===== src/rtl/uninasoc_params.svh =====
`ifndef UNINASOC_PARAMS_SVH
`define UNINASOC_PARAMS_SVH

// bus geometry
`define DATA_WIDTH   32
`define ADDR_WIDTH   32
`define STRB_WIDTH   (`DATA_WIDTH / 8)
`define IRQ_LINES    32

// memory map, 4 KiB regions except the plic
`define MEM_WORDS    1024
`define MEM_BASE     32'h0000_0000
`define PBUS_BASE    32'h1000_0000
`define PLIC_BASE    32'h0C00_0000
`define REGION_MASK  32'h0000_0FFF
`define PLIC_MASK    32'h003F_FFFF

// peripherals and interrupt numbering
`define NUM_GPIO_IN  8
`define NUM_GPIO_OUT 8
`define PBUS_INT_NUM 2
`define PLIC_SRC_NUM 3
`define EXT_INT_PIN  11

// peripheral bus register offsets
`define GPIO_OUT     32'h0000_0000
`define GPIO_IN      32'h0000_0004
`define GPIO_IE      32'h0000_0008
`define TIM_CMP      32'h0000_0010
`define TIM_CTRL     32'h0000_0014
`define TIM_STAT     32'h0000_0018

// plic register offsets
`define PLIC_PEND    32'h0000_1000
`define PLIC_EN      32'h0000_2000
`define PLIC_CLAIM   32'h0020_0004

`endif


===== src/rtl/uninasoc_pkg.sv =====
`include "uninasoc_params.svh"

package uninasoc_pkg;

    typedef logic [`ADDR_WIDTH-1:0]           addr_t;     // byte address
    typedef logic [`DATA_WIDTH-1:0]           data_t;
    typedef logic [`STRB_WIDTH-1:0]           strb_t;     // one bit per byte lane
    typedef logic [`NUM_GPIO_IN-1:0]          gpio_in_t;
    typedef logic [`NUM_GPIO_OUT-1:0]         gpio_out_t;
    typedef logic [`PBUS_INT_NUM-1:0]         pbus_int_t; // level lines to the plic
    typedef logic [`IRQ_LINES-1:0]            irq_line_t; // socket interrupt vector
    typedef logic [$clog2(`PLIC_SRC_NUM)-1:0] plic_id_t;

    typedef enum logic [1:0] {
        SEL_MEM,
        SEL_PBUS,
        SEL_PLIC,
        SEL_NONE    // unmapped, answered by the bus itself
    } slave_sel_t;

    typedef enum logic {
        MST_IDLE,   // grant open
        MST_WAIT    // request out, waiting on the slave
    } master_state_t;

    // byte-lane write merge
    function automatic data_t merge_be(data_t old_v, data_t new_v, strb_t be);
        data_t res;
        res = old_v;
        for (int b = 0; b < `STRB_WIDTH; b++) begin
            if (be[b]) begin
                res[8*b +: 8] = new_v[8*b +: 8];
            end
        end
        return res;
    endfunction

endpackage : uninasoc_pkg


===== src/rtl/main_bus.sv =====
`include "uninasoc_params.svh"

module main_bus (
    input  logic                sys_clock_i,
    input  logic                arst_n_i,
    // from sys_master
    input  logic                bus_req_i,
    input  logic                bus_we_i,
    input  uninasoc_pkg::addr_t bus_addr_i,
    input  uninasoc_pkg::data_t bus_wdata_i,
    input  uninasoc_pkg::strb_t bus_be_i,
    output logic                bus_rvalid_o,
    output uninasoc_pkg::data_t bus_rdata_o,
    output logic                bus_err_o,
    // slave requests
    output logic                mem_req_o,
    output logic                pbus_req_o,
    output logic                plic_req_o,
    output logic                slv_we_o,
    output uninasoc_pkg::addr_t slv_addr_o,
    output uninasoc_pkg::data_t slv_wdata_o,
    output uninasoc_pkg::strb_t slv_be_o,
    // slave responses
    input  logic                mem_rvalid_i,
    input  uninasoc_pkg::data_t mem_rdata_i,
    input  logic                pbus_rvalid_i,
    input  uninasoc_pkg::data_t pbus_rdata_i,
    input  logic                plic_rvalid_i,
    input  uninasoc_pkg::data_t plic_rdata_i
);

    import uninasoc_pkg::*;

    slave_sel_t sel;
    logic       err_q;   // decode error response

    //////////////////////////////
    // address decode
    //////////////////////////////

    always_comb begin
        if ((bus_addr_i & ~`REGION_MASK) == `MEM_BASE) begin
            sel = SEL_MEM;
        end else if ((bus_addr_i & ~`REGION_MASK) == `PBUS_BASE) begin
            sel = SEL_PBUS;
        end else if ((bus_addr_i & ~`PLIC_MASK) == `PLIC_BASE) begin
            sel = SEL_PLIC;   // wide 4 MiB window
        end else begin
            sel = SEL_NONE;
        end
    end

    assign mem_req_o   = bus_req_i && (sel == SEL_MEM);
    assign pbus_req_o  = bus_req_i && (sel == SEL_PBUS);
    assign plic_req_o  = bus_req_i && (sel == SEL_PLIC);
    assign slv_we_o    = bus_we_i;
    assign slv_addr_o  = bus_addr_i & ((sel == SEL_PLIC) ? `PLIC_MASK : `REGION_MASK);
    assign slv_wdata_o = bus_wdata_i;
    assign slv_be_o    = bus_be_i;

    //////////////////////////////
    // responses
    //////////////////////////////

    always_ff @(posedge sys_clock_i or negedge arst_n_i) begin
        if (!arst_n_i) begin
            err_q <= 1'b0;
        end else begin
            err_q <= bus_req_i && (sel == SEL_NONE);   // answer like a slave would
        end
    end

    always_comb begin
        case (1'b1)
            mem_rvalid_i:  bus_rdata_o = mem_rdata_i;
            pbus_rvalid_i: bus_rdata_o = pbus_rdata_i;
            plic_rvalid_i: bus_rdata_o = plic_rdata_i;
            default:       bus_rdata_o = '0;   // error carries zero
        endcase
    end

    assign bus_rvalid_o = mem_rvalid_i || pbus_rvalid_i || plic_rvalid_i || err_q;
    assign bus_err_o    = err_q;

    // one slave addressed, and no two answers in the same cycle
    assert property (@(posedge sys_clock_i) disable iff (!arst_n_i)
        $onehot0({mem_req_o, pbus_req_o, plic_req_o})
        && $onehot0({mem_rvalid_i, pbus_rvalid_i, plic_rvalid_i, err_q}));

endmodule : main_bus


===== config.mk =====
export PLATFORM = sky130hd
export DESIGN_NAME = main_bus
export DESIGN_NICKNAME = d
export VERILOG_FILES = /design/src/rtl/uninasoc_pkg.sv /design/src/rtl/main_bus.sv
export VERILOG_INCLUDE_DIRS = /design/src /design/src/rtl
export SDC_FILE = /design/constraint.sdc
export NUM_CORES = 1
export LEC_CHECK = 0
export BUFFER_PORTS_ARGS = -buffer_cell sky130_fd_sc_hd__buf_2
export CORE_AREA = 2 2 108 110
export CTS_CLUSTER_DIAMETER = 150
export DETAILED_ROUTE_END_ITERATION = 7
export DIE_AREA = 0 0 110 112
export PLACE_DENSITY = 0.52
export SETUP_SLACK_MARGIN = 0.4
export SLEW_MARGIN = 20
export SYNTH_ARGS = -nofsm -noshare
export SYNTH_HDL_FRONTEND = slang
export SYNTH_SLANG_ARGS = --single-unit

===== constraint.sdc =====
create_clock -name sys_clock_i -period 1.3 [get_ports sys_clock_i]
set_input_delay 0.13 -clock sys_clock_i [delete_from_list [all_inputs] [get_ports sys_clock_i]]
set_output_delay 0.13 -clock sys_clock_i [all_outputs]
set_load 0.02 [all_outputs]

==> results.toml <==
[synthesis]
syn-cell-area_sq_um = 1290
ys_types = 22
synth_common_cells = "buf_4, nand2_1, a22oi_1"
async_reset_ff_share_pct = 100
synth_top_cell_by_area = "buf_4"
synth_ff_type = "dfrtp_1"
avgSynthCellArea_sq_um = 6.38
syn_inst = 203
yosysTopAreaCellShare_pct = 34.2
synth_edf_count = 0
yosys_warnings = 0
ys_top_cells_by_area = "buf_4, a22oi_1, o21ai_0"
synth_seq_cells = 1
yosysMostFrequentCell = "buf_4"
yosysSeqAreaShare_pct = 1.93

[routing]
drc = 0
wl_microns = 7120
firstDrtPassIters = 4
wl_per_cell_microns = 14.6
drt_iter0_drc = 50
postRouteAntennaNets = 0
vias = 2024
via_per_inst = 4.16

[timing]
fin_crit_ps = 1400
hold_viol = 0
fin_crit_sh_pct = 108
max_freq_mhz = 713
rsz0062_at_grt = "true"
fin_setup_tns_ps = -914
maxSlewViolCount = 0
finalSetupViolations = 11
layout_setup_ws_ps = -102

[power_and_ir_drop]
peakVddDrop_v = 0.000145
p_leak_uw = 0.00150
p_per_area_nw_per_um2 = 355

[critical_path]
arrival_ps = 1270
cp-start-kind = "input port"
end_kind = "primary output"
crit_required_ps = 1170
critPathKind = "input port to primary output"
crit_fanout = 10

[place]
place_congestion = 0.687
portBuffers = 168
dp.cells = 469
dp_hpwl_microns = 5110
post-place-ws_ps = -167

[finish]
num_antenna_cells = 0
seqCellArea_sq_um = 26.3
final_cells = 487
fill_cells = 1142
nets = 517
layout-drive-gt1-share_pct = 86.0
area_growth_pct = 153
final_util_pct = 29.3
largest_reg_flops = 1
multiInputGateArea_sq_um = 1310

[die]
num_rows = 39
io_pins = 277
coreArea_sq_um = 11200
die_area_sq_um = 12300
start_util_pct = 11.6
die_w_microns = 110
die_h_microns = 112

[worst_hold_path]
hold_depth = 0
hold_path.class = "input port to primary output"

[global_route]
grt_overflow_total = 0
grt_max_degree = 19
grt_util_all_layers_pct = 10.4
antenna_found_initial = 0
grt_pass1_wl_microns = 10000
grt_pass1_vias = 2033

[job]
max_cap_violations = 0

[outcome]
violations = "setup timing"
status = "finished with violations"
cells by family (layout without fill, tap and decap cells):
group                  count (synthesis)  after routing  synth area share [%]
AOI/OAI and AO/OA                     67             67                  33.0
buffers and inverters                 75            207                  39.1
DFF                                    1              1                  1.93
other                                  1             10                 0.290
and+or+nand+nor                       59             59                  25.6
through the flow:
stage / cell area, sq um / hold WS [ps] / total power (uW)
2_1_floorplan: 1720 / -166 / 706
3_3_place_gp: 2380 / -87.5 / 823
3_5_place_dp: 2380 / -81.4 / 834
4_1_cts: 3180 / 260 / 1140
5_1_grt: 3270 / 260 / 1240
6_report: 3270 / 260 / 1160
worst max-delay path, cell delays in order:
cell and delay, ps:
buf_2 120, nor4_4 330, a32oi_4 170, buf_12 190
nor3b_4 190, buf_6 140
layout make-up:
| type | count | area share [%] |
|---|---|---|
| Sequential cell | 1 | 0.802 |
| Timing Repair Buffer | 206 | 53.6 |
| Tap cell | 143 | 5.46 |
| Multi-Input combinational cell | 136 | 40.0 |
| Inverter | 1 | 0.115 |
report_power, final:
part	internal, uW	switching (uW)
registers	33.6	1.23
logic	596	533
clock network	0	0
worst paths after layout:
check	slack, ps	start	end
max	-100	bus_addr_i[17]	slv_addr_o[20]
min	260	bus_addr_i[2]	slv_addr_o[2]
max in group asynchronous	750	arst_n_i	bus_err_o$_DFF_PN0_
min in group asynchronous	450	arst_n_i	bus_err_o$_DFF_PN0_
placed cells by master (no fill, tap or decap), types with 2 or more instances in the layout:
| master | count |
|---|---|
| nand3_2 | 2 |
| a22oi_2 | 31 |
| conb_1 | 10 |
| nor4_4 | 4 |
| buf_12 | 9 |
| buf_6 | 60 |
| buf_8 | 4 |
| buf_16 | 6 |
| nor3_2 | 2 |
| buf_2 | 112 |
| nand2_1 | 33 |
| buf_4 | 14 |
| o21ai_2 | 32 |
| nor3b_4 | 11 |
routing by layer:
| metal | vias up | track usage, % | routed length [microns] |
|---|---|---|---|
| met5 | - | 0 | 0 |
| met4 | 0 | 1.10 | 65 |
| met3 | 8 | 2.11 | 746 |
| met2 | 154 | 22.6 | 3950 |
| met1 | 913 | 9.62 | 2360 |
| li1 | 949 | - | - |
repair_timing:
action / 4_1_cts / 5_1_grt
hold buffers: 1 / 0
gates resized for setup: 159 / 7
endpoints found under the hold margin: 1 / 0
setup endpoints to repair: 47 / 47
gates cloned: 6 / 0
buffers inserted: 5 / 6
pin swaps: 27 / 18
Note: power is estimated with default switching activity, not from simulation.
