==> src/rtl/uninasoc_params.svh <==
`ifndef UNINASOC_PARAMS_SVH
`define UNINASOC_PARAMS_SVH

// bus geometry
`define DATA_WIDTH   32
`define ADDR_WIDTH   32
`define STRB_WIDTH   (`DATA_WIDTH / 8)
`define IRQ_LINES    32

// memory map, 4 KiB regions except the plic
`define MEM_WORDS    1024
`define MEM_BASE     32'h0000_0000
`define PBUS_BASE    32'h1000_0000
`define PLIC_BASE    32'h0C00_0000
`define REGION_MASK  32'h0000_0FFF
`define PLIC_MASK    32'h003F_FFFF

// peripherals and interrupt numbering
`define NUM_GPIO_IN  8
`define NUM_GPIO_OUT 8
`define PBUS_INT_NUM 2
`define PLIC_SRC_NUM 3
`define EXT_INT_PIN  11

// peripheral bus register offsets
`define GPIO_OUT     32'h0000_0000
`define GPIO_IN      32'h0000_0004
`define GPIO_IE      32'h0000_0008
`define TIM_CMP      32'h0000_0010
`define TIM_CTRL     32'h0000_0014
`define TIM_STAT     32'h0000_0018

// plic register offsets
`define PLIC_PEND    32'h0000_1000
`define PLIC_EN      32'h0000_2000
`define PLIC_CLAIM   32'h0020_0004

`endif

==> src/rtl/uninasoc_pkg.sv <==
`include "uninasoc_params.svh"

package uninasoc_pkg;

    typedef logic [`ADDR_WIDTH-1:0]           addr_t;     // byte address
    typedef logic [`DATA_WIDTH-1:0]           data_t;
    typedef logic [`STRB_WIDTH-1:0]           strb_t;     // one bit per byte lane
    typedef logic [`NUM_GPIO_IN-1:0]          gpio_in_t;
    typedef logic [`NUM_GPIO_OUT-1:0]         gpio_out_t;
    typedef logic [`PBUS_INT_NUM-1:0]         pbus_int_t; // level lines to the plic
    typedef logic [`IRQ_LINES-1:0]            irq_line_t; // socket interrupt vector
    typedef logic [$clog2(`PLIC_SRC_NUM)-1:0] plic_id_t;

    typedef enum logic [1:0] {
        SEL_MEM,
        SEL_PBUS,
        SEL_PLIC,
        SEL_NONE    // unmapped, answered by the bus itself
    } slave_sel_t;

    typedef enum logic {
        MST_IDLE,   // grant open
        MST_WAIT    // request out, waiting on the slave
    } master_state_t;

    // byte-lane write merge
    function automatic data_t merge_be(data_t old_v, data_t new_v, strb_t be);
        data_t res;
        res = old_v;
        for (int b = 0; b < `STRB_WIDTH; b++) begin
            if (be[b]) begin
                res[8*b +: 8] = new_v[8*b +: 8];
            end
        end
        return res;
    endfunction

endpackage : uninasoc_pkg

==> src/rtl/peripheral_bus.sv <==
`include "uninasoc_params.svh"

module peripheral_bus (
    input  logic                    sys_clock_i,
    input  logic                    arst_n_i,
    input  logic                    req_i,
    input  logic                    we_i,
    input  uninasoc_pkg::addr_t     addr_i,   // region offset
    input  uninasoc_pkg::data_t     wdata_i,
    input  uninasoc_pkg::strb_t     be_i,
    output logic                    rvalid_o,
    output uninasoc_pkg::data_t     rdata_o,
    input  uninasoc_pkg::gpio_in_t  gpio_in_i,
    output uninasoc_pkg::gpio_out_t gpio_out_o,
    output uninasoc_pkg::pbus_int_t int_o
);

    import uninasoc_pkg::*;

    gpio_in_t gpio_in_q;    // sampled pins
    gpio_in_t gpio_ie_q;    // per pin interrupt enable
    data_t    tim_cnt_q;
    data_t    tim_cmp_q;
    logic     tim_en_q;
    logic     tim_stat_q;   // sticky match
    logic     wr;

    assign wr = req_i && we_i;

    always_ff @(posedge sys_clock_i or negedge arst_n_i) begin
        if (!arst_n_i) begin
            gpio_in_q  <= '0;
            gpio_out_o <= '0;
            gpio_ie_q  <= '0;
            tim_cnt_q  <= '0;
            tim_cmp_q  <= '0;
            tim_en_q   <= 1'b0;
            tim_stat_q <= 1'b0;
            rvalid_o   <= 1'b0;
        end else begin
            gpio_in_q <= gpio_in_i;
            rvalid_o  <= req_i;
            //////////////////////////////
            // timer
            //////////////////////////////
            if (tim_en_q) begin
                if (tim_cnt_q == tim_cmp_q) begin
                    tim_cnt_q  <= '0;      // restart on match
                    tim_stat_q <= 1'b1;
                end else begin
                    tim_cnt_q <= tim_cnt_q + 1'b1;
                end
            end
            //////////////////////////////
            // register writes
            //////////////////////////////
            if (wr) begin
                case (addr_i)
                    `GPIO_OUT: gpio_out_o <= gpio_out_t'(merge_be(gpio_out_o, wdata_i, be_i));
                    `GPIO_IE:  gpio_ie_q  <= gpio_in_t'(merge_be(gpio_ie_q, wdata_i, be_i));
                    `TIM_CMP:  tim_cmp_q  <= merge_be(tim_cmp_q, wdata_i, be_i);
                    `TIM_CTRL: tim_en_q   <= wdata_i[0];
                    `TIM_STAT: begin
                        if (wdata_i[0]) begin
                            tim_stat_q <= 1'b0;   // write one to clear
                        end
                    end
                    default: ;                    // gpio_in is read only
                endcase
            end
        end
    end

    // read data
    always_ff @(posedge sys_clock_i) begin
        if (req_i) begin
            case (addr_i)
                `GPIO_OUT: rdata_o <= data_t'(gpio_out_o);
                `GPIO_IN:  rdata_o <= data_t'(gpio_in_q);
                `GPIO_IE:  rdata_o <= data_t'(gpio_ie_q);
                `TIM_CMP:  rdata_o <= tim_cmp_q;
                `TIM_CTRL: rdata_o <= data_t'(tim_en_q);
                `TIM_STAT: rdata_o <= data_t'(tim_stat_q);
                default:   rdata_o <= '0;
            endcase
        end
    end

    assign int_o[0] = |(gpio_in_q & gpio_ie_q);   // level, any enabled pin
    assign int_o[1] = tim_stat_q;

endmodule : peripheral_bus

==> config.mk <==
export PLATFORM = sky130hd
export DESIGN_NAME = peripheral_bus
export DESIGN_NICKNAME = d
export VERILOG_FILES = /design/src/rtl/uninasoc_pkg.sv /design/src/rtl/peripheral_bus.sv
export VERILOG_INCLUDE_DIRS = /design/src /design/src/rtl
export SDC_FILE = /design/constraint.sdc
export NUM_CORES = 1
export LEC_CHECK = 0
export BUFFER_PORTS_ARGS = -buffer_cell sky130_fd_sc_hd__buf_2
export CORE_UTILIZATION = 29
export DETAILED_ROUTE_END_ITERATION = 10
export PLACE_DENSITY_LB_ADDON = 0.1
export SYNTH_ARGS = -nofsm -noshare
export SYNTH_HDL_FRONTEND = slang
export SYNTH_SLANG_ARGS = --single-unit
==> constraint.sdc <==
create_clock -name sys_clock_i -period 2.55 [get_ports sys_clock_i]
set_input_delay 0.255 -clock sys_clock_i [delete_from_list [all_inputs] [get_ports sys_clock_i]]
set_output_delay 0.255 -clock sys_clock_i [all_outputs]
set_load 0.05 [all_outputs]
==> metrics.md <==
| Metric | Value |
|---|---|
| Port bufs | ~120 |
| Router iterations before antenna repair | 4 |
| Post_cts resized | 0 |
| Crit path DAT | 2.35 ns |
| Post-Synth XOR/XNOR Area | just under 9% |
| Final period utilization | roughly four fifths |
| Setup Crit Path Kind | flop to flop |
| Synth-to-Final Area Change | 29.6% |
| Die Y | about 140 µm |
| Die W | between 100 and 150 µm |
| Die Area | around 20000 µm² |
| Global route overflow | 0 |
| Post-synthesis mux area share | between 10% and 20% |
| Num rows | 50 |
| Initial core utilization | a little under 30% |
| CP endpoint kind | flop |
| Final WS setup | roughly 0.53 ns |
| CP cell instances | xor2_1 > nor4_1 > nand4_1 > nor3_2 > buf_4 > a2bb2oi_1 |
| Sequential Area | between 3000 and 4000 µm² |
| Mapped cell area | around 5600 µm² |
| Min cycle time layout | just over 2 ns |
| Multi-input gate area | between 2000 and 2500 µm² |
| EDFF count, synth | 32 |
| CP max stage delay | between 0.4 and 0.5 ns |
| Complex-gate fraction of the synthesized area | under 10% |
| Post-Route WL | around 14000 µm |
| Pwr/cell area | 670 nW/µm² |
| CP max FO | 17 |
| Post-DR wirelength/cell | 15.9 µm |
| Dpl hpwl | 9910 µm |
| Synth area leader | dfrtp_1 |
| Worst vdd ir | about 0.52 mV |
| CTS tree | built |
| H-tree depth | 4 |
| Slew Limit Fails | 0 |
| RD Place Congestion | roughly 0.77 |
| Synth warn | 0 |
| Rel. slew slack | approximately 61% |
| I/O Pins | roughly 120 |
| Worst path required time | 2.88 ns |
| ANT nets after route | 0 |
| Antenna violations before repair | 0 |
| Nets@finish | 678 |
| TritonCTS buffer count | 17 |
| Share of the synthesized area in the top cell type | between 40% and 50% |
| Adder-Cell Fraction of Synth Area | less than 1% |
| CP max-delay cell | dfrtp_1 |
| CTS sink count | about 120 |
| Total GRT Usage | approximately 15% |
| Setup violations, final | 0 |
| CTS Root Cell | clkbuf_16 |
| Worst Skew | between 0.008 and 0.009 ns |
| Synth Net Count | approximately 530 |
| RSZ-0062 raised after global routing | false |
| Mean post-synth cell area | roughly 12 µm² |
| Vias | about 4000 |
| CTS max path bufs | 2 |
| Cells after synthesis | 452 |
| Global-route wire length before repair | 22300 µm |
| Synth async-reset ratio | around three quarters |
| Worst-margin pin slew | 0.587 ns |
| Share of cells above drive strength 1 | between 30% and 40% |
| Vias per inst | 4.59 |
| Setup WS pre-CTS | about 0.38 ns |
| Number of remaining DRC errors | 0 |
| Clock latency on the worst-skew pair | 0.41 ns |
| TNS Setup | 0 ns |
| Largest net degree at the start of global routing | between 70 and 80 |
| Core Region | approximately 19000 µm² |
| Status | finished, final reports clean |
| Max Fclk | 495 MHz |
| Register area share after synthesis | a little under three fifths |
| Largest family of logic cells by synthesized area | simple AND/OR/NAND/NOR gates |
| Synthesized flop and latch total | around 120 |
| DR iter-0 viols | approximately 140 |
| Most common flop cell mapped by yosys | dfrtp_1 |
| CP Launch Type | flop |
| Filler Cells Inserted | 1902 |
| Pleak | roughly 0.0036 µW |
| Antenna diodes | 0 |
| Fin. Hold Viols | 0 |
| Clk pin slew, worst setup/hold paths | 0.05 ns |
| Worst Hold Class | primary input to flop |
| Number of global-route vias before repair | a little over 4000 |
| Synth top area cells | dfrtp_1 40%, edfxtp_1 17%, mux2_2 10%, xor2_1 7.6%, and2_1 2.9% |
| Fraction of the mapped netlist area in simple logic gates | about 16% |
| Netlist cell types | 40 |
| Max-Cap Viols | 0 |
| Flop2flop setup slack | about 0.53 ns |
-- logic make-up after synthesis --
kind of cell	count (synthesis)
buffers and inverters	20
adder cells (fa/ha/maj)	1
AND/OR/NAND/NOR	161
AO/OA/AOI/OAI	30
multiplexers	61
XOR/XNOR	56
flip-flops	123
-- state kept, by name, indices dropped and copies added (netlist names) --
name,flops
tim_stat_q,1
rdata_o,32
gpio_out_o,8
tim_en_q,1
tim_cmp_q,32
rvalid_o,1
gpio_in_q,8
gpio_ie_q,8
tim_cnt_q,32
-- power breakdown --
part | switching (µW) | internal [µW] | total (µW)
logic | 172 | 82.4 | 254
clock network | 857 | 1720 | 2570
registers | 8.72 | 2050 | 2060
-- critical path: cells and delay by family, from the launching register on --
kind | cells | cell delay (ns)
flops | 1 | 0.44
xor+xnor | 1 | 0.18
buf+inv | 1 | 0.27
compound gates | 1 | 0.17
simple gates | 3 | 0.89
-- synth_stat cells (9+ instances only) --
library cell / instances
mux2i_1: 11
xor2_1: 49
dfrtp_1: 91
mux2_2: 50
edfxtp_1: 32
nor4_1: 15
nor2_1: 37
nand3_1: 13
a22oi_1: 11
nand4_1: 18
nand2_1: 14
and3_1: 9
and2_1: 26
-- layout make-up --
class,count,area share [%]
sequential,123,44.4
multi-input combinational,309,31.6
timing repair buffer,143,11.0
clock buffer,21,6.03
tap,260,4.46
clock inverter,11,2.40
inverter,3,0.154
-- metrics by stage --
step	std cells	utilization, %	cell area (µm²)	hold slack (ns)	total power, µW
after detailed placement	829	34.9	6600	0.135	2350
after CTS	870	38.6	7300	0.0525	4960
after global placement	829	34.9	6600	0.133	2350
after floorplan	452	-	5640	-0.0406	2210
final	870	38.6	7300	0.0736	4890
after global routing	870	38.6	7300	0.0571	5070
-- routing by layer --
layer | vias up | part of all wire, % | track usage, %
li1 | 1924 | - | -
met1 | 1950 | 47 | 19.5
met2 | 111 | 47 | 23.6
met3 | 10 | 4.9 | 4.56
met4 | 0 | 1.2 | 4.19
met5 | - | 0 | 0
-- worst paths after layout --
check | to | startpoint | cells after the start
worst max-delay path | tim_stat_q | tim_cnt_q[6] | 6
worst min-delay path | tim_cmp_q[23] | wdata_i[23] | 2
worst max register to register | tim_stat_q | tim_cnt_q[6] | 6
worst min register to register | gpio_out_o[3] | gpio_out_o[3] | 1
max in group asynchronous | tim_cnt_q[28] | arst_n_i | 3
min in group asynchronous | gpio_in_q[0] | arst_n_i | 2
-- cell usage in the layout (no fill, tap or decap), drive strengths merged, types with 2 or more instances in the layout --
cell | Yosys | layout
dlygate4sd3 | 0 | 9
bufinv | 0 | 5
edfxtp | 32 | 32
inv | 3 | 3
nand3b | 2 | 2
xor2 | 49 | 49
a21oi | 4 | 4
clkinv | 0 | 6
clkbuf | 8 | 21
o22ai | 7 | 7
mux2 | 50 | 50
nor3 | 9 | 9
and2 | 26 | 26
o21ai | 6 | 6
nor4 | 16 | 16
dfrtp | 91 | 91
nand2 | 14 | 14
mux2i | 11 | 11
nand4 | 18 | 18
and4 | 4 | 4
and3 | 9 | 9
xnor2 | 7 | 7
nand2b | 2 | 2
nor2 | 37 | 37
buf | 9 | 134
a22oi | 11 | 11
nand3 | 17 | 17
-- timing repair --
action	in CTS	in global routing
buffers inserted	0	0
endpoints found under the hold margin	24	0
hold buffers	9	0
endpoints found under the setup margin	0	0
No activity file was read; power rests on OpenSTA's default activity.
