## config.mk

```make
export PLATFORM = sky130hd
export DESIGN_NAME = sys_master
export DESIGN_NICKNAME = d
export VERILOG_FILES = /design/src/rtl/uninasoc_pkg.sv /design/src/rtl/sys_master.sv
export VERILOG_INCLUDE_DIRS = /design/src /design/src/rtl
export SDC_FILE = /design/constraint.sdc
export NUM_CORES = 1
export LEC_CHECK = 0
export ABC_AREA = 1
export BUFFER_PORTS_ARGS = -buffer_cell sky130_fd_sc_hd__buf_2
export CORE_UTILIZATION = 46
export CTS_CLUSTER_DIAMETER = 30
export DETAILED_ROUTE_END_ITERATION = 8
export PLACE_DENSITY = 0.81
export SKIP_CTS_REPAIR_TIMING = 1
export SLEW_MARGIN = 5
export SYNTH_ARGS = -nofsm -noshare
export SYNTH_HDL_FRONTEND = slang
export SYNTH_SLANG_ARGS = --single-unit
```

## constraint.sdc

```tcl
create_clock -name sys_clock_i -period 7.7 [get_ports sys_clock_i]
set_input_delay 1.54 -clock sys_clock_i [delete_from_list [all_inputs] [get_ports sys_clock_i]]
set_output_delay 1.54 -clock sys_clock_i [all_outputs]
set_load 0.05 [all_outputs]
```

## src/rtl/uninasoc_params.svh

```systemverilog
`ifndef UNINASOC_PARAMS_SVH
`define UNINASOC_PARAMS_SVH

// bus geometry
`define DATA_WIDTH   32
`define ADDR_WIDTH   32
`define STRB_WIDTH   (`DATA_WIDTH / 8)
`define IRQ_LINES    32

// memory map, 4 KiB regions except the plic
`define MEM_WORDS    1024
`define MEM_BASE     32'h0000_0000
`define PBUS_BASE    32'h1000_0000
`define PLIC_BASE    32'h0C00_0000
`define REGION_MASK  32'h0000_0FFF
`define PLIC_MASK    32'h003F_FFFF

// peripherals and interrupt numbering
`define NUM_GPIO_IN  8
`define NUM_GPIO_OUT 8
`define PBUS_INT_NUM 2
`define PLIC_SRC_NUM 3
`define EXT_INT_PIN  11

// peripheral bus register offsets
`define GPIO_OUT     32'h0000_0000
`define GPIO_IN      32'h0000_0004
`define GPIO_IE      32'h0000_0008
`define TIM_CMP      32'h0000_0010
`define TIM_CTRL     32'h0000_0014
`define TIM_STAT     32'h0000_0018

// plic register offsets
`define PLIC_PEND    32'h0000_1000
`define PLIC_EN      32'h0000_2000
`define PLIC_CLAIM   32'h0020_0004

`endif

```

## src/rtl/uninasoc_pkg.sv

```systemverilog
`include "uninasoc_params.svh"

package uninasoc_pkg;

    typedef logic [`ADDR_WIDTH-1:0]           addr_t;     // byte address
    typedef logic [`DATA_WIDTH-1:0]           data_t;
    typedef logic [`STRB_WIDTH-1:0]           strb_t;     // one bit per byte lane
    typedef logic [`NUM_GPIO_IN-1:0]          gpio_in_t;
    typedef logic [`NUM_GPIO_OUT-1:0]         gpio_out_t;
    typedef logic [`PBUS_INT_NUM-1:0]         pbus_int_t; // level lines to the plic
    typedef logic [`IRQ_LINES-1:0]            irq_line_t; // socket interrupt vector
    typedef logic [$clog2(`PLIC_SRC_NUM)-1:0] plic_id_t;

    typedef enum logic [1:0] {
        SEL_MEM,
        SEL_PBUS,
        SEL_PLIC,
        SEL_NONE    // unmapped, answered by the bus itself
    } slave_sel_t;

    typedef enum logic {
        MST_IDLE,   // grant open
        MST_WAIT    // request out, waiting on the slave
    } master_state_t;

    // byte-lane write merge
    function automatic data_t merge_be(data_t old_v, data_t new_v, strb_t be);
        data_t res;
        res = old_v;
        for (int b = 0; b < `STRB_WIDTH; b++) begin
            if (be[b]) begin
                res[8*b +: 8] = new_v[8*b +: 8];
            end
        end
        return res;
    endfunction

endpackage : uninasoc_pkg

```

## src/rtl/sys_master.sv

```systemverilog
module sys_master (
    input  logic                sys_clock_i,
    input  logic                arst_n_i,
    // host port
    input  logic                host_req_i,
    input  logic                host_we_i,
    input  uninasoc_pkg::addr_t host_addr_i,
    input  uninasoc_pkg::data_t host_wdata_i,
    input  uninasoc_pkg::strb_t host_be_i,
    output logic                host_gnt_o,
    output logic                host_rvalid_o,
    output uninasoc_pkg::data_t host_rdata_o,
    output logic                host_err_o,
    // main bus
    output logic                bus_req_o,
    output logic                bus_we_o,
    output uninasoc_pkg::addr_t bus_addr_o,
    output uninasoc_pkg::data_t bus_wdata_o,
    output uninasoc_pkg::strb_t bus_be_o,
    input  logic                bus_rvalid_i,
    input  uninasoc_pkg::data_t bus_rdata_i,
    input  logic                bus_err_i
);

    import uninasoc_pkg::*;

    master_state_t state_q;
    logic          accept;

    assign host_gnt_o = (state_q == MST_IDLE);   // single transaction in flight
    assign accept     = host_req_i && host_gnt_o;

    always_ff @(posedge sys_clock_i or negedge arst_n_i) begin
        if (!arst_n_i) begin
            state_q       <= MST_IDLE;
            bus_req_o     <= 1'b0;
            host_rvalid_o <= 1'b0;
            host_err_o    <= 1'b0;
        end else begin
            bus_req_o     <= accept;              // one cycle strobe
            host_rvalid_o <= 1'b0;
            case (state_q)
                MST_IDLE: begin
                    if (accept) begin
                        state_q <= MST_WAIT;
                    end
                end
                MST_WAIT: begin
                    if (bus_rvalid_i) begin
                        state_q       <= MST_IDLE;
                        host_rvalid_o <= 1'b1;    // response pulse
                        host_err_o    <= bus_err_i;
                    end
                end
                default: state_q <= MST_IDLE;
            endcase
        end
    end

    // request and response payload
    always_ff @(posedge sys_clock_i) begin
        if (accept) begin
            bus_we_o    <= host_we_i;
            bus_addr_o  <= host_addr_i;
            bus_wdata_o <= host_wdata_i;
            bus_be_o    <= host_be_i;
        end
        if (state_q == MST_WAIT && bus_rvalid_i) begin
            host_rdata_o <= (bus_we_o || bus_err_i) ? '0 : bus_rdata_i;  // writes read zero
        end
    end

    // every response must belong to the request sent out
    assert property (@(posedge sys_clock_i) disable iff (!arst_n_i)
        bus_rvalid_i |-> state_q == MST_WAIT);

endmodule : sys_master

```

==> flow_metrics.py, run 1 <==
metrics = {
    "outcome": {
        "status": "completed",
    },
    "pwr": {
        "switching_share_pct": 31.0,
        "comb_power_share_pct": 19.1,
        "power_frac_clock_pct": 24.9,
        "powerDensity_nw_per_um2": 251,
        "p_leak_nw": 2.21,
        "ir_worst_vdd_v": 0.000122,
        "power.internal_mw": 0.845,
        "p_sw_mw": 0.379,
        "pwr-share-seq_pct": 56.0,
    },
    "timing": {
        "min_period_ns": 2.83,
        "rsz0062_at_grt": "no",
        "slew_headroom_pct": 25.6,
        "max_freq_ghz": 0.353,
        "fin_skew_ns": 0.00685,
        "hold_viol": 0,
        "tightest_slew_ns": 1.11,
        "fin_crit_sh_pct": 36.8,
        "tns_ns": 0,
        "drv_slew": 0,
        "finalSetupViolations": 0,
    },
    "run": {
        "cap_viol_max_count": 0,
    },
    "placed_design": {
        "gp_congestion": 0.757,
        "dp_hpwl_um": 5490,
        "port_buffers": 210,
        "dp_cells": 492,
    },
    "floorplanning": {
        "initial_core_util_pct": 48.4,
        "coreArea_um2": 7370,
        "rows": 31,
        "dieArea_um2": 8110,
        "num_io_pins": 211,
        "die_y_um": 90.0,
        "die_x_um": 90.0,
    },
    "route": {
        "avgViaCountPerCell": 4.36,
        "top_layer": "met4",
        "dr.pass1.iters": 4,
        "drt_iter0_markers": 77,
        "route.met3.wl_um": 779,
        "drcViolationCount": 0,
        "vias": 2209,
        "post_drt_wl_per_cell_um": 14.2,
        "wl_met1_um": 2610,
        "postRouteAntennaNets": 0,
        "routed_wl_um": 7200,
        "wl_met2_um": 3650,
    },
    "clock_network": {
        "cts_made_buffers": 9,
        "clk_latency_ns": 0.35,
        "cts-root-buf": "clkbuf_8",
        "cts_tree": "done",
        "cts_num_sinks": 105,
        "clk_pin_slew_ns": 0.10,
        "clock_path_buffers": 2,
        "cts_max_level": 3,
    },
    "logic_synthesis": {
        "synthAdderAreaFrac_pct": 0,
        "yosysUniqueCellTypes": 11,
        "yosysSeqAreaShare_pct": 87.9,
        "synthCells": 185,
        "synthMuxAreaShare_pct": 0,
        "synth_compound_area_share_pct": 0,
        "syn-cell-area_um2": 3570,
        "synth_top_family_by_area": "simple AND/OR/NAND/NOR gates",
        "synth_xor_area_share_pct": 0,
        "synth_simple_gate_area_share_pct": 6.98,
        "synth_warnings": 0,
        "syn_avg_cell_area_um2": 19.3,
        "synthesis.nets": 291,
        "ys_ff_latch": 105,
    },
    "global_route": {
        "grt_max_degree": 71,
        "gr-total-overflow": 0,
        "antenna_found_initial": 0,
        "grt_pass1_vias": 2138,
        "grt_pass1_wl_um": 10800,
        "grt_use_total_pct": 18.0,
    },
    "worst_setup_path": {
        "cp_data_required_time_ns": 7.46,
        "critPathLaunchType": "input pin",
        "crit_path_end_kind": "flip-flop",
        "arrival_ns": 2.59,
        "critPathKind": "in2reg",
        "worstPathMaxFanout": 34,
    },
    "finish": {
        "fin_nets": 510,
        "syn_to_final_growth_pct": 37.1,
        "diodes": 0,
        "drive_above_1_share_pct": 63.7,
        "final_cell_mix": "buf_2 (210), edfxtp_1 (101), inv_1 (34)",
        "instances_no_fill": 507,
        "final_common_cell": "buf_2",
    },
    "worst_hold_path": {
        "min-delay-path-class": "reg2reg",
    },
}
[cell type report]
class	instances	area, um^2
clock buffer	9	124
clock inverter	6	53.8
fill	565	2480
inverter	37	139
multi-input combinational	40	256
sequential	105	3130
tap	99	124
timing repair buffer	211	1060
[worst max-delay path, stage by stage]
cell and delay (ns):
buf_2 0.11, nand2_1 0.08, clkinv_1 0.85
[metal layers]
| layer | global-route usage [%] | vias to the layer above |
|---|---|---|
| li1 | - | 1060 |
| met2 | 30.7 | 136 |
| met3 | 8.38 | 16 |
| met1 | 19.5 | 997 |
| met5 | 0 | - |
| met4 | 6.85 | 0 |
[worst paths after layout]
| path | start | to | slack, ns | cells after the start |
|---|---|---|---|---|
| worst min register to register | host_err_o$_DFFE_PN0P_ | host_err_o$_DFFE_PN0P_ | 0.50 | 2 |
| min in group asynchronous | arst_n_i | host_err_o$_DFFE_PN0P_ | 0.97 | 1 |
| max in group asynchronous | arst_n_i | host_rvalid_o$_DFF_PN0_ | 6.60 | 1 |
| worst max-delay path | bus_rvalid_i | host_rdata_o[6]$_SDFFCE_PP0P_ | 4.87 | 3 |
| worst max register to register | state_q$_DFF_PN0_ | host_rdata_o[6]$_SDFFCE_PP0P_ | 5.67 | 2 |
| worst min-delay path | host_err_o$_DFFE_PN0P_ | host_err_o$_DFFE_PN0P_ | 0.50 | 2 |
[cell usage after synthesis]
cell type	count	area, um^2
edfxtp_1	101	3030
inv_1	35	131
nor2_2	27	169
nor2_1	5	18.8
dfrtp_1	4	100
buf_8	3	45.0
nand2_1	3	11.3
nor2_4	3	33.8
inv_2	2	7.51
nand2_4	1	11.3
nand3_1	1	5.00
[flip-flops by register name, indices dropped and copies added, names as in the netlist]
register       cells
host_err_o         1
bus_req_o          1
state_q            1
host_rdata_o      32
bus_we_o           1
host_rvalid_o      1
bus_addr_o        32
bus_wdata_o       32
bus_be_o           4
[kinds of logic (layout without fill, tap and decap cells)]
group / count (synthesis) / in the layout
flip-flops: 105 / 105
buffers and inverters: 40 / 263
AND/OR/NAND/NOR: 40 / 40
[power groups by stage]
stage / combinational (mW) / sequential (mW) / clock [mW]
3_5_place_dp: 0.236 / 0.699 / 0
4_1_cts: 0.236 / 0.686 / 0.313
5_1_grt: 0.245 / 0.690 / 0.338
6_report: 0.234 / 0.686 / 0.305
2_1_floorplan: 0.0348 / 0.834 / 0
3_3_place_gp: 0.232 / 0.697 / 0
[per-stage QoR]
stage | worst slack [ns] | area (um^2) | hold WS, ns | util [%] | total power [mW]
after global routing | 4.68 | 4890 | 0.544 | 66.3 | 1.27
after CTS | 5.01 | 4890 | 0.500 | 66.3 | 1.24
after detailed placement | 4.66 | 4710 | 0.478 | 63.9 | 0.935
final | 4.87 | 4890 | 0.504 | 66.3 | 1.22
after floorplan | 2.70 | 3570 | 0.537 | - | 0.869
after global placement | 4.72 | 4710 | 0.452 | 63.9 | 0.930
(Power assumes the default switching activity.)
==> run 2, diff against run 1 <==
--- a/config.mk
+++ b/config.mk
@@ -8,10 +8,10 @@
 export LEC_CHECK = 0
 export ABC_AREA = 1
 export BUFFER_PORTS_ARGS = -buffer_cell sky130_fd_sc_hd__buf_2
-export CORE_UTILIZATION = 46
+export CORE_UTILIZATION = 43
 export CTS_CLUSTER_DIAMETER = 30
 export DETAILED_ROUTE_END_ITERATION = 8
-export PLACE_DENSITY = 0.81
+export PLACE_DENSITY = 0.76
 export SKIP_CTS_REPAIR_TIMING = 1
 export SLEW_MARGIN = 5
 export SYNTH_ARGS = -nofsm -noshare
==> constraint.sdc (replaced) <==
create_clock -name sys_clock_i -period 2.8 [get_ports sys_clock_i]
set_input_delay 0.56 -clock sys_clock_i [delete_from_list [all_inputs] [get_ports sys_clock_i]]
set_output_delay 0.56 -clock sys_clock_i [all_outputs]
set_load 0.05 [all_outputs]
==> run 2 against run 1 <==
Clock skew increased by 0.0013 ns. Highest routed layer is now met5. Worst hold slack got worse by 0.15 ns. Sequential share of layout area decreased by 0.44 points. Register-to-register slack got worse by 4.2 ns. Critical path type is now reg2out.
==> flow_metrics.py, run 2 (synthesis results as in run 1) <==
metrics = {
    "outcome": {
        "status": "completed",
    },
    "finish": {
        "diodes": 0,
        "fin_nets": 512,
        "final_common_cell": "buf_2",
        "num-fill-cells": 632,
        "syn_to_final_growth_pct": 38.0,
        "final_area_um2": 4920,
        "drive_above_1_share_pct": 63.5,
        "final_cell_mix": "buf_2 (210), edfxtp_1 (101), inv_1 (35)",
        "top_regs": "bus_addr_o (32), bus_wdata_o (32), host_rdata_o (32)",
    },
    "placed_design": {
        "gp_congestion": 0.772,
        "dp_hpwl_um": 5790,
        "port_buffers": 210,
        "dpl-instance-area_um2": 4730,
    },
    "clock_network": {
        "cts_num_sinks": 105,
        "clk_pin_slew_ns": 0.11,
        "cts_max_level": 3,
        "cts_made_buffers": 9,
        "clock_path_buffers": 2,
        "cts_tree": "done",
        "cts-root-buf": "clkbuf_8",
        "clk_latency_ns": 0.36,
    },
    "worst_setup_path": {
        "arrival_ns": 1.14,
        "worstPathMaxFanout": 5,
        "crit_path_end_kind": "output port",
        "rrSetupSlack_ns": 1.47,
        "critPathLaunchType": "flip-flop",
        "cp_data_required_time_ns": 2.24,
        "critPathKind": "reg2out",
    },
    "global_route": {
        "antenna_found_initial": 2,
        "gr-total-overflow": 0,
        "grt_max_degree": 71,
        "grt_pass1_vias": 2198,
        "grt_pass1_wl_um": 11100,
        "grt_use_total_pct": 17.9,
    },
    "route": {
        "post_drt_wl_per_cell_um": 14.8,
        "postRouteAntennaNets": 0,
        "vias": 2265,
        "routed_wl_um": 7600,
        "avgViaCountPerCell": 4.42,
        "drcViolationCount": 0,
        "drt_iter0_markers": 68,
        "dr.pass1.iters": 4,
    },
    "timing": {
        "finalSetupViolations": 0,
        "max_freq_ghz": 0.587,
        "fin_skew_ns": 0.00817,
        "hold_viol": 0,
        "rsz0062_at_grt": "no",
        "slew_headroom_pct": 62.6,
        "whs_ns": 0.358,
        "tightest_slew_ns": 0.561,
        "drv_slew": 0,
        "tns_ns": 0,
        "min_period_ns": 1.70,
        "fin_crit_sh_pct": 60.8,
    },
    "worst_hold_path": {
        "min-delay-path-class": "in2reg",
    },
    "floorplanning": {
        "num_io_pins": 211,
        "initial_core_util_pct": 45.2,
        "die_y_um": 93.1,
        "dieArea_um2": 8660,
        "coreArea_um2": 7890,
        "rows": 32,
        "die_x_um": 93.1,
    },
    "run": {
        "cap_viol_max_count": 0,
    },
    "pwr": {
        "powerDensity_nw_per_um2": 688,
        "ir_worst_vdd_v": 0.000291,
        "p_leak_nw": 2.23,
    },
}
[run 2: changes by cell type in the layout (fill, tap and decap cells not counted)]
cell / before / now
inv_8: 2 / 1
dlygate4sd3_1: 0 / 1
clkinv_2: 0 / 1
clkinv_4: 1 / 2
buf_12: 0 / 1
inv_6: 0 / 1
inv_1: 34 / 35
clkinvlp_4: 3 / 1
[run 2: metal layers]
layer,global-route usage (%),part of all wire (%)
met4,7.31,1.8
met2,29.2,49
met3,9.02,12
met1,19.7,37
met5,0,0.16
[run 2: cell type report]
class | instances | area, um^2 | share of cell area [%]
Tap cell | 102 | 128 | 2.59
Inverter | 37 | 139 | 2.82
Clock buffer | 9 | 124 | 2.52
Multi-Input combinational cell | 40 | 256 | 5.21
Sequential cell | 105 | 3130 | 63.7
Clock inverter | 7 | 53.8 | 1.09
Timing Repair Buffer | 213 | 1090 | 22.1
[run 2: through the flow]
| stage | util, % | cells | setup WS, ns | power [mW] |
|---|---|---|---|---|
| finish | 62.4 | 513 | 1.10 | 3.38 |
| global route | 62.4 | 513 | 1.02 | 3.52 |
| CTS | 62.3 | 512 | 1.07 | 3.41 |
| detailed placement | 60.0 | 496 | 1.28 | 2.58 |
| global placement | 60.0 | 496 | 1.31 | 2.56 |
| floorplan | - | 185 | 0.759 | 2.39 |
[run 2: worst paths after layout]
check                      depth (start not counted)                   start                             end
min in group asynchronous                          2                arst_n_i          host_err_o$_DFFE_PN0P_
max reg2reg                                        3       state_q$_DFF_PN0_  host_rdata_o[30]$_SDFFCE_PP0P_
max in group asynchronous                          2                arst_n_i         host_rvalid_o$_DFF_PN0_
max                                                2       state_q$_DFF_PN0_                      host_gnt_o
min reg2reg                                        2  host_err_o$_DFFE_PN0P_          host_err_o$_DFFE_PN0P_
min                                                1          host_addr_i[2]         bus_addr_o[2]$_DFFE_PP_
[run 2: worst max-delay path, stage by stage, from the launching register on]
cell and delay, ns:
dfrtp_1 0.46, inv_1 0.07, buf_2 0.25
[run 2: where the power goes]
part	switching (mW)	internal, mW
logic	0.509	0.142
clock network	0.516	0.331
registers	0.0319	1.85
