[config.mk]
export PLATFORM = sky130hd
export DESIGN_NAME = custom_rv_plic
export DESIGN_NICKNAME = d
export VERILOG_FILES = /design/src/rtl/uninasoc_pkg.sv /design/src/rtl/custom_rv_plic.sv
export VERILOG_INCLUDE_DIRS = /design/src /design/src/rtl
export SDC_FILE = /design/constraint.sdc
export NUM_CORES = 1
export LEC_CHECK = 0
export BUFFER_PORTS_ARGS = -buffer_cell sky130_fd_sc_hd__clkbuf_2
export CAP_MARGIN = 40
export CORE_ASPECT_RATIO = 1.1
export CORE_UTILIZATION = 34
export CTS_BUF_LIST = sky130_fd_sc_hd__clkbuf_8
export DETAILED_ROUTE_END_ITERATION = 10
export PLACE_DENSITY = 0.95
export SLEW_MARGIN = 20
export SYNTH_ARGS = -nofsm -noshare
export SYNTH_HDL_FRONTEND = slang
export SYNTH_SLANG_ARGS = --single-unit
[constraint.sdc]
create_clock -name sys_clock_i -period 3.06 [get_ports sys_clock_i]
set_clock_uncertainty 0.2 [all_clocks]
set_input_delay 0.612 -clock sys_clock_i [delete_from_list [all_inputs] [get_ports sys_clock_i]]
set_output_delay 0.612 -clock sys_clock_i [all_outputs]
set_load 0.05 [all_outputs]
[src/rtl/uninasoc_params.svh]
`ifndef UNINASOC_PARAMS_SVH
`define UNINASOC_PARAMS_SVH

// bus geometry
`define DATA_WIDTH   32
`define ADDR_WIDTH   32
`define STRB_WIDTH   (`DATA_WIDTH / 8)
`define IRQ_LINES    32

// memory map, 4 KiB regions except the plic
`define MEM_WORDS    1024
`define MEM_BASE     32'h0000_0000
`define PBUS_BASE    32'h1000_0000
`define PLIC_BASE    32'h0C00_0000
`define REGION_MASK  32'h0000_0FFF
`define PLIC_MASK    32'h003F_FFFF

// peripherals and interrupt numbering
`define NUM_GPIO_IN  8
`define NUM_GPIO_OUT 8
`define PBUS_INT_NUM 2
`define PLIC_SRC_NUM 3
`define EXT_INT_PIN  11

// peripheral bus register offsets
`define GPIO_OUT     32'h0000_0000
`define GPIO_IN      32'h0000_0004
`define GPIO_IE      32'h0000_0008
`define TIM_CMP      32'h0000_0010
`define TIM_CTRL     32'h0000_0014
`define TIM_STAT     32'h0000_0018

// plic register offsets
`define PLIC_PEND    32'h0000_1000
`define PLIC_EN      32'h0000_2000
`define PLIC_CLAIM   32'h0020_0004

`endif

[src/rtl/uninasoc_pkg.sv]
`include "uninasoc_params.svh"

package uninasoc_pkg;

    typedef logic [`ADDR_WIDTH-1:0]           addr_t;     // byte address
    typedef logic [`DATA_WIDTH-1:0]           data_t;
    typedef logic [`STRB_WIDTH-1:0]           strb_t;     // one bit per byte lane
    typedef logic [`NUM_GPIO_IN-1:0]          gpio_in_t;
    typedef logic [`NUM_GPIO_OUT-1:0]         gpio_out_t;
    typedef logic [`PBUS_INT_NUM-1:0]         pbus_int_t; // level lines to the plic
    typedef logic [`IRQ_LINES-1:0]            irq_line_t; // socket interrupt vector
    typedef logic [$clog2(`PLIC_SRC_NUM)-1:0] plic_id_t;

    typedef enum logic [1:0] {
        SEL_MEM,
        SEL_PBUS,
        SEL_PLIC,
        SEL_NONE    // unmapped, answered by the bus itself
    } slave_sel_t;

    typedef enum logic {
        MST_IDLE,   // grant open
        MST_WAIT    // request out, waiting on the slave
    } master_state_t;

    // byte-lane write merge
    function automatic data_t merge_be(data_t old_v, data_t new_v, strb_t be);
        data_t res;
        res = old_v;
        for (int b = 0; b < `STRB_WIDTH; b++) begin
            if (be[b]) begin
                res[8*b +: 8] = new_v[8*b +: 8];
            end
        end
        return res;
    endfunction

endpackage : uninasoc_pkg

[src/rtl/custom_rv_plic.sv]
`include "uninasoc_params.svh"

module custom_rv_plic (
    input  logic                    sys_clock_i,
    input  logic                    arst_n_i,
    input  logic                    req_i,
    input  logic                    we_i,
    input  uninasoc_pkg::addr_t     addr_i,   // offset in the 4 MiB window
    input  uninasoc_pkg::data_t     wdata_i,
    input  uninasoc_pkg::strb_t     be_i,
    output logic                    rvalid_o,
    output uninasoc_pkg::data_t     rdata_o,
    input  uninasoc_pkg::pbus_int_t intr_src_i,
    output uninasoc_pkg::irq_line_t socket_irq_o
);

    import uninasoc_pkg::*;

    logic [`PLIC_SRC_NUM-1:0] src;            // source 0 reserved, tied low
    logic [`PLIC_SRC_NUM-1:0] pending_q;
    logic [`PLIC_SRC_NUM-1:0] enable_q;
    logic [`PLIC_SRC_NUM-1:0] in_service_q;   // claimed, not yet completed
    logic [`PLIC_SRC_NUM-1:0] claim_mask;
    logic [`PLIC_SRC_NUM-1:0] complete_mask;
    plic_id_t                 claim_id;
    logic                     claim_rd;
    logic                     complete_wr;

    assign src         = {intr_src_i, 1'b0};
    assign claim_rd    = req_i && !we_i && (addr_i == `PLIC_CLAIM);
    assign complete_wr = req_i && we_i && be_i[0] && (addr_i == `PLIC_CLAIM);

    always_comb begin
        claim_id = '0;   // nothing to claim
        for (int i = `PLIC_SRC_NUM - 1; i > 0; i--) begin
            if (pending_q[i] && enable_q[i]) begin
                claim_id = plic_id_t'(i);   // lowest id wins
            end
        end
        for (int i = 0; i < `PLIC_SRC_NUM; i++) begin
            claim_mask[i]    = claim_rd && (i != 0) && (claim_id == plic_id_t'(i));
            complete_mask[i] = complete_wr && (plic_id_t'(wdata_i) == plic_id_t'(i));
        end
    end

    always_ff @(posedge sys_clock_i or negedge arst_n_i) begin
        if (!arst_n_i) begin
            pending_q    <= '0;
            enable_q     <= '0;
            in_service_q <= '0;
            rvalid_o     <= 1'b0;
        end else begin
            rvalid_o     <= req_i;
            // gateway, a level source pends again only after completion
            pending_q    <= (pending_q | (src & ~in_service_q)) & ~claim_mask;
            in_service_q <= (in_service_q | claim_mask) & ~complete_mask;
            if (req_i && we_i && be_i[0] && addr_i == `PLIC_EN) begin
                enable_q <= {wdata_i[`PLIC_SRC_NUM-1:1], 1'b0};
            end
        end
    end

    always_ff @(posedge sys_clock_i) begin
        if (req_i) begin
            case (addr_i)
                `PLIC_PEND:  rdata_o <= data_t'(pending_q);
                `PLIC_EN:    rdata_o <= data_t'(enable_q);
                `PLIC_CLAIM: rdata_o <= data_t'(claim_id);
                default:     rdata_o <= '0;
            endcase
        end
    end

    // only the external interrupt pin of the socket is used
    always_comb begin
        socket_irq_o               = '0;
        socket_irq_o[`EXT_INT_PIN] = |(pending_q & enable_q);
    end

    // completed id is one that a claim can return
    assert property (@(posedge sys_clock_i) disable iff (!arst_n_i)
        complete_wr |-> wdata_i < `PLIC_SRC_NUM);

endmodule : custom_rv_plic

==> results.sh, run 1 <==
export IMPL_status="completed"
export IMPL_drc_errors=0
export IMPL_final_common_cell="conb_1"
export IMPL_synth_cells=118
export IMPL_viasPerCell=3.92
export IMPL_cp_slowest_cell="or4_4"
export IMPL_leakagePower_nw=0.594
export IMPL_cp_required_ns=3.01
export IMPL_root_buffer="clkbuf_8"
export IMPL_via_count=784
export IMPL_die_w_um=54.0
export IMPL_post_route_util_pct=39.2
export IMPL_routedWlPerCell_um=8.70
export IMPL_final_cell_mix="conb_1, clkbuf_2, nor4_1, dfrtp_1"
export IMPL_grt_pass1_wl_um=2590
export IMPL_power_frac_clock_pct=27.8
export IMPL_post_route_min_period_ns=2.33
export IMPL_routabilityCongestion=0.799
export IMPL_clk_pin_slew_worst_paths_ns=0.04
export IMPL_r2r_cells=4
export IMPL_met2_usage_pct=19.6
export IMPL_hpwlAfterDp_um=1560
export IMPL_start_util_pct=36.0
export IMPL_grt_start_max_net_pins=8
export IMPL_top_usage_layer="met2"
export IMPL_rsz0062_at_grt="false"
export IMPL_die_h_um=59.2
export IMPL_antenna_left=0
export IMPL_placed_area_um2=1050
export IMPL_cp_arrival_ns=2.27
export IMPL_crit_path_end_kind="register"
export IMPL_grtUsageTotal_pct=11.8
export IMPL_path_delay_family="simple AND/OR/NAND/NOR gates"
export IMPL_rows=20
export IMPL_antenna_found_initial=0
export IMPL_synth_top_family_by_area="buffers and inverters"
export IMPL_crit_buf_inv=1
export IMPL_cellPowerDensity_nw_per_um2=440
export IMPL_finalHoldViolCount=0
export IMPL_postSynthAreaPerCell_um2=8.56
export IMPL_synthMuxAreaShare_pct=2.23
export IMPL_final_layout_size_suffix_gt1_share_pct=32.3
export IMPL_fmax_mhz=430
export IMPL_dieArea_um2=3190
export IMPL_synthSimpleGateAreaFrac_pct=20.8
export IMPL_crit_chain="clkbuf_2 > or3_1 > or4_4 > or4_4 > a22oi_1"
export IMPL_grt_pass1_vias=638
export IMPL_criticalPathCategory="in2reg"
export IMPL_synth_compound_area_share_pct=4.96
export IMPL_clock_latency_ns=0.23
export IMPL_drv_cap=0
export IMPL_switchingPower_w=0.000232
export IMPL_ctsResizeCount=0
export IMPL_yosys_warnings=0
export IMPL_hold_path_class="in2async"
export IMPL_r2r_slack_ns=1.52
export IMPL_drt_iter0_drc=11
export IMPL_r2r_end="in_service_q[2]$_DFF_PN0_"
export IMPL_r2r_start="pending_q[1]$_DFF_PN0_"
export IMPL_final_max_slew_viol_count=0
export IMPL_fin_area_um2=1100
export IMPL_holdBufCountCts=0
export IMPL_use_met3_pct=5.64
export IMPL_postCtsSetupBuffers=0
export IMPL_cts_buffers=3
export IMPL_fin_setup_tns_ns=0
export IMPL_synth_seq_cells=10
export IMPL_swShare_pct=48.0
export IMPL_clock_sinks=10
export IMPL_netlist_area_um2=1010
export IMPL_pwr_share_seq_pct=29.1
export IMPL_cpPeakStageDelay_ns=0.53
export IMPL_routed_wl_um=1740
export IMPL_syn2layout_area_growth_pct=8.67
export IMPL_crit_top_cell="or4_4"
export IMPL_drtPass1Iterations=4
export IMPL_grt_overflow=0
export IMPL_core_um2=2800
export IMPL_setup_viol=0
export IMPL_cts_max_level=1
export IMPL_insertedDiodeCount=0
export IMPL_synth_fa_ha_area_share_pct=0
export IMPL_startpoint_type="primary input"
export IMPL_met1_usage_pct=11.4
export IMPL_period_share_pct=76.0
export IMPL_cts_max_path_buffers=2
export IMPL_ios=139
export IMPL_synthXorXnorAreaFrac_pct=0
export IMPL_peakVddDrop_mv=0.202
export IMPL_cts_tree="built"
export IMPL_p_int_w=0.000251
export IMPL_cp_max_fo=5
export IMPL_p_comb_share_pct=43.0
export IMPL_synth_cell_type_count=21
export IMPL_synth_seq_area_share_pct=26.3
export IMPL_numPortBuffers=46
export IMPL_final_nets=242
-- registers in the layout, summed over array words and instances, names as in the netlist --
register / flops
enable_q: 2
rdata_o: 3
rvalid_o: 1
pending_q: 2
in_service_q: 2
-- synthesized netlist by cell type --
master / number / area share [%]
nor3b_1: 2 / 1.5
nor2b_1: 4 / 2.5
nand2_1: 4 / 1.5
buf_4: 60 / 45
a22oi_1: 3 / 2.2
nand4_1: 3 / 1.9
or4_4: 2 / 2.2
inv_1: 2 / 0.74
nor3_1: 4 / 2.0
a2bb2oi_1: 1 / 0.87
nand3_1: 4 / 2.0
conb_1: 1 / 0.37
or2_2: 1 / 0.62
or3_1: 2 / 1.2
a21oi_1: 2 / 0.99
mux2_2: 2 / 2.2
nor4_1: 7 / 4.3
dfrtp_1: 7 / 17
edfxtp_1: 3 / 8.9
nor2_1: 3 / 1.1
o22a_1: 1 / 0.87
-- cell families (layout without fill, tap and decap cells) --
family                 count (synthesis)  after routing
buffers and inverters                 62             52
AO/OA/AOI/OAI                          7              7
multiplexers                           2              2
AND/OR/NAND/NOR                       36             36
other                                  1             60
flip-flops                            10             10
-- cell type report --
cell class,instances,area [um2]
Clock buffer,3,41.3
Sequential cell,10,265
Fill cell,304,1710
Tap cell,33,41.3
Inverter,2,7.51
Clock inverter,1,3.75
Multi-Input combinational cell,105,508
Timing Repair Buffer,46,230
-- routing by layer --
layer  vias to the layer above  part of all wire (%)
met5                         -                     0
met4                         0                   2.6
met3                         5                    13
met2                        59                    51
met1                       336                    34
li1                        384                     -
-- worst reg2reg max path, stage by stage (launching register included) --
cell,delay (ns)
dfrtp_1,0.40
nand2_1,0.14
nand4_1,0.10
or4_4,0.42
a22oi_1,0.18
-- how the worst max path moves through the flow --
stage | from | end | slack (ns) | cells past startpoint
final | addr_i[20] | in_service_q[2]$_DFF_PN0_ | 0.73 | 5
after global placement | addr_i[20] | in_service_q[2]$_DFF_PN0_ | 0.50 | 5
after detailed placement | addr_i[20] | enable_q[2]$_DFFE_PN0P_ | 0.49 | 5
after floorplan | addr_i[20] | in_service_q[2]$_DFF_PN0_ | 0.63 | 4
after global routing | addr_i[20] | in_service_q[2]$_DFF_PN0_ | 0.69 | 5
after CTS | addr_i[20] | in_service_q[2]$_DFF_PN0_ | 0.73 | 5
-- power groups by stage --
| stage | clock network [W] | registers (W) | logic, W |
|---|---|---|---|
| floorplan | 0 | 0.000151 | 0.000226 |
| global placement | 0 | 0.000143 | 0.000206 |
| detailed placement | 0 | 0.000143 | 0.000207 |
| CTS | 0.000139 | 0.000141 | 0.000207 |
| global route | 0.000150 | 0.000141 | 0.000218 |
| finish | 0.000134 | 0.000141 | 0.000208 |
-- through the flow --
stage	setup slack [ns]	hold WS (ns)	cells	total power, W
finish	0.735	0.00324	200	0.000483
detailed placement	0.489	0.258	196	0.000349
global route	0.686	0.00556	200	0.000509
CTS	0.733	0.00720	200	0.000486
global placement	0.502	0.251	196	0.000349
floorplan	0.631	0.116	177	0.000377
Note: power is estimated with default switching activity, not from simulation.
==> run 2: changes to the inputs <==
ABC_AREA = 1   (was unset)
PLACE_DENSITY = 0.89   (was 0.95)
clock period = 2.2 ns   (was 3.06 ns; I/O delays follow)
==> run 2 against run 1 <==
The run now ends with DRC left; count of clock-buffer cells in the layout up 1; combinational power up 44%; flip-flop and latch count is the same; critical path depth shrank 2; routed wire length grew 16%; non-clock buffer count up 1; power grew 51%; setup slack got worse by 0.32 ns; first-iteration DRC count rose to 2.6 times the previous value; design area grew 17%; via count increased by 28%; die area rose by 15%; critical path type is now reg2out; largest power group unchanged.
==> results.sh, run 2 <==
export IMPL_status="finished, violations left"
export IMPL_violations="DRC"
export IMPL_grt_pass1_vias=828
export IMPL_yosysMostFrequentCell="buf_4"
export IMPL_crit_buf_inv=1
export IMPL_grt_overflow=0
export IMPL_die_h_um=63.6
export IMPL_cellPowerDensity_nw_per_um2=570
export IMPL_largest_reg_flops=3
export IMPL_clock_sinks=10
export IMPL_hpwlAfterDp_um=1730
export IMPL_hold_path_class="in2reg"
export IMPL_synth_largest_area_cell="buf_4"
export IMPL_dieArea_um2=3680
export IMPL_numPortBuffers=46
export IMPL_synth_area_leaders="buf_4, dfrtp_1, nand2_1"
export IMPL_clk_pin_slew_worst_paths_ns=0.05
export IMPL_netlist_area_leader_share_pct=38.5
export IMPL_multiInputGateArea_um2=602
export IMPL_postSynthAreaPerCell_um2=6.73
export IMPL_root_buffer="clkbuf_8"
export IMPL_synth_seq_cells=10
export IMPL_fill_cells=340
export IMPL_start_util_pct=37.1
export IMPL_crit_path_end_kind="primary output"
export IMPL_async_reset_ff_share_pct=70.0
export IMPL_final_nets=299
export IMPL_setup_viol=0
export IMPL_fin_setup_tns_ns=0
export IMPL_post_route_util_pct=40.6
export IMPL_cp_slowest_cell="dfrtp_1"
export IMPL_criticalPathCategory="reg2out"
export IMPL_core_um2=3150
export IMPL_synth_cell_type_count=16
export IMPL_insertedDiodeCount=0
export IMPL_leakagePower_nw=0.772
export IMPL_period_share_pct=81.0
export IMPL_rsz0062_at_grt="false"
export IMPL_cp_max_fo=3
export IMPL_die_w_um=58.0
export IMPL_routabilityCongestion=0.837
export IMPL_cpPeakStageDelay_ns=0.39
export IMPL_antenna_left=0
export IMPL_drv_cap=0
export IMPL_synth_seq_area_share_pct=22.6
export IMPL_final_common_cell="conb_1"
export IMPL_final_layout_size_suffix_gt1_share_pct=25.9
export IMPL_drc_errors=8
export IMPL_ctsResizeCount=0
export IMPL_seq_area_um2=265
export IMPL_startpoint_type="register"
export IMPL_yosys_warnings=0
export IMPL_path_delay_family="flip-flops"
export IMPL_cts_tree="built"
export IMPL_synth_main_ff_cell="dfrtp_1"
export IMPL_syn2layout_area_growth_pct=9.30
export IMPL_rows=21
export IMPL_grt_pass1_wl_um=3290
export IMPL_grtUsageTotal_pct=11.4
export IMPL_cts_max_level=1
export IMPL_clock_latency_ns=0.24
export IMPL_routedWlPerCell_um=7.81
export IMPL_drtPass1Iterations=8
export IMPL_grt_start_max_net_pins=8
export IMPL_top_register="rdata_o"
export IMPL_antenna_found_initial=0
export IMPL_viasPerCell=3.89
export IMPL_finalHoldViolCount=0
export IMPL_post_route_min_period_ns=1.78
export IMPL_cts_buffers=3
export IMPL_drt_iter0_drc=29
export IMPL_cp_arrival_ns=1.14
export IMPL_crit_chain="nand2_1 > o21ai_0 > clkbuf_2"
export IMPL_via_count=1004
export IMPL_final_cell_mix="conb_1, clkbuf_2, nand2_1"
export IMPL_cts_max_path_buffers=2
export IMPL_synth_common_cells="buf_4, nand2_1, nor2_1"
export IMPL_netlist_area_um2=1170
export IMPL_fmax_mhz=561
export IMPL_peakVddDrop_mv=0.135
export IMPL_ios=139
export IMPL_final_max_slew_viol_count=0
export IMPL_synth_edff_count=3
export IMPL_cp_required_ns=1.56
export IMPL_routed_wl_um=2020
export IMPL_synth_cells=174
run 2: cell types whose count changed after synthesis, sizes merged, moves of 4 or more:
cell,previous run,this run
nand2,4,31
nor2,3,30
inv,2,20
nand3,4,11
nor4,7,0
nor2b,4,0
run 2: what timing repair did:
action / 4_1_cts / 5_1_grt
endpoints found under the setup margin: 0 / 0
buffers inserted: 0 / 0
hold buffers: 1 / 0
endpoints found under the hold margin: 7 / 0
run 2: worst reg2reg max path, delay by kind of cell (launching register included):
kind                   cells  cell delay, ns
and+or+nand+nor            5            0.66
buffers and inverters      2            0.11
DFF                        1            0.41
run 2: worst paths after layout:
check | from | to | slack, ns | depth (start not counted)
setup / recovery | pending_q[1]$_DFF_PN0_ | socket_irq_o[11] | 0.42 | 3
hold / removal | req_i | rvalid_o$_DFF_PN0_ | 0.19 | 1
setup reg to reg | pending_q[1]$_DFF_PN0_ | in_service_q[2]$_DFF_PN0_ | 0.76 | 7
hold reg to reg | enable_q[2]$_DFFE_PN0P_ | enable_q[2]$_DFFE_PN0P_ | 0.32 | 2
max in group asynchronous | arst_n_i | enable_q[2]$_DFFE_PN0P_ | 1.26 | 2
min in group asynchronous | arst_n_i | pending_q[1]$_DFF_PN0_ | 0.38 | 2
run 2: through the flow:
step | hold WS, ns | power [W] | setup WS, ns | cell area, um2 | instances
after floorplan | -0.0556 | 0.000534 | 0.0706 | 1390 | 233
after global routing | 0.194 | 0.000762 | 0.327 | 1280 | 258
after global placement | 0.0817 | 0.000495 | 0.479 | 1210 | 253
after detailed placement | 0.0863 | 0.000496 | 0.450 | 1210 | 253
after CTS | 0.186 | 0.000732 | 0.433 | 1280 | 258
final | 0.186 | 0.000729 | 0.418 | 1280 | 258
run 2: per-layer routing:
metal  up-vias  wire [um]  GRT usage (%)  part of all wire, %
li1        510          -              -                    -
met1       423        740           12.2                   37
met2        65       1060           21.4                   53
met3         6        173           1.23                  8.6
met4         0         38           5.95                  1.9
met5         -          0              0                    0
run 2: power by group:
group | internal [W] | switching (W)
combinational | 0.0000365 | 0.000263
clock | 0.000158 | 0.0000754
sequential | 0.000195 | 0.00000152
run 2: kinds of logic (layout without fill, tap and decap cells):
family / count (synthesis) / count (layout) / share of synthesized area, %
simple gates: 81 / 81 / 31.3
flops: 10 / 10 / 22.7
other cells: 1 / 60 / 0.320
compound gates: 2 / 2 / 0.855
buf+inv: 80 / 71 / 44.9
run 2: area by class of cell:
type / instances / area share, %
sequential: 10 / 20.7
inverter: 20 / 5.87
multi-input combinational: 143 / 47.0
tap: 34 / 3.32
timing repair buffer: 47 / 18.8
clock buffer: 4 / 4.30
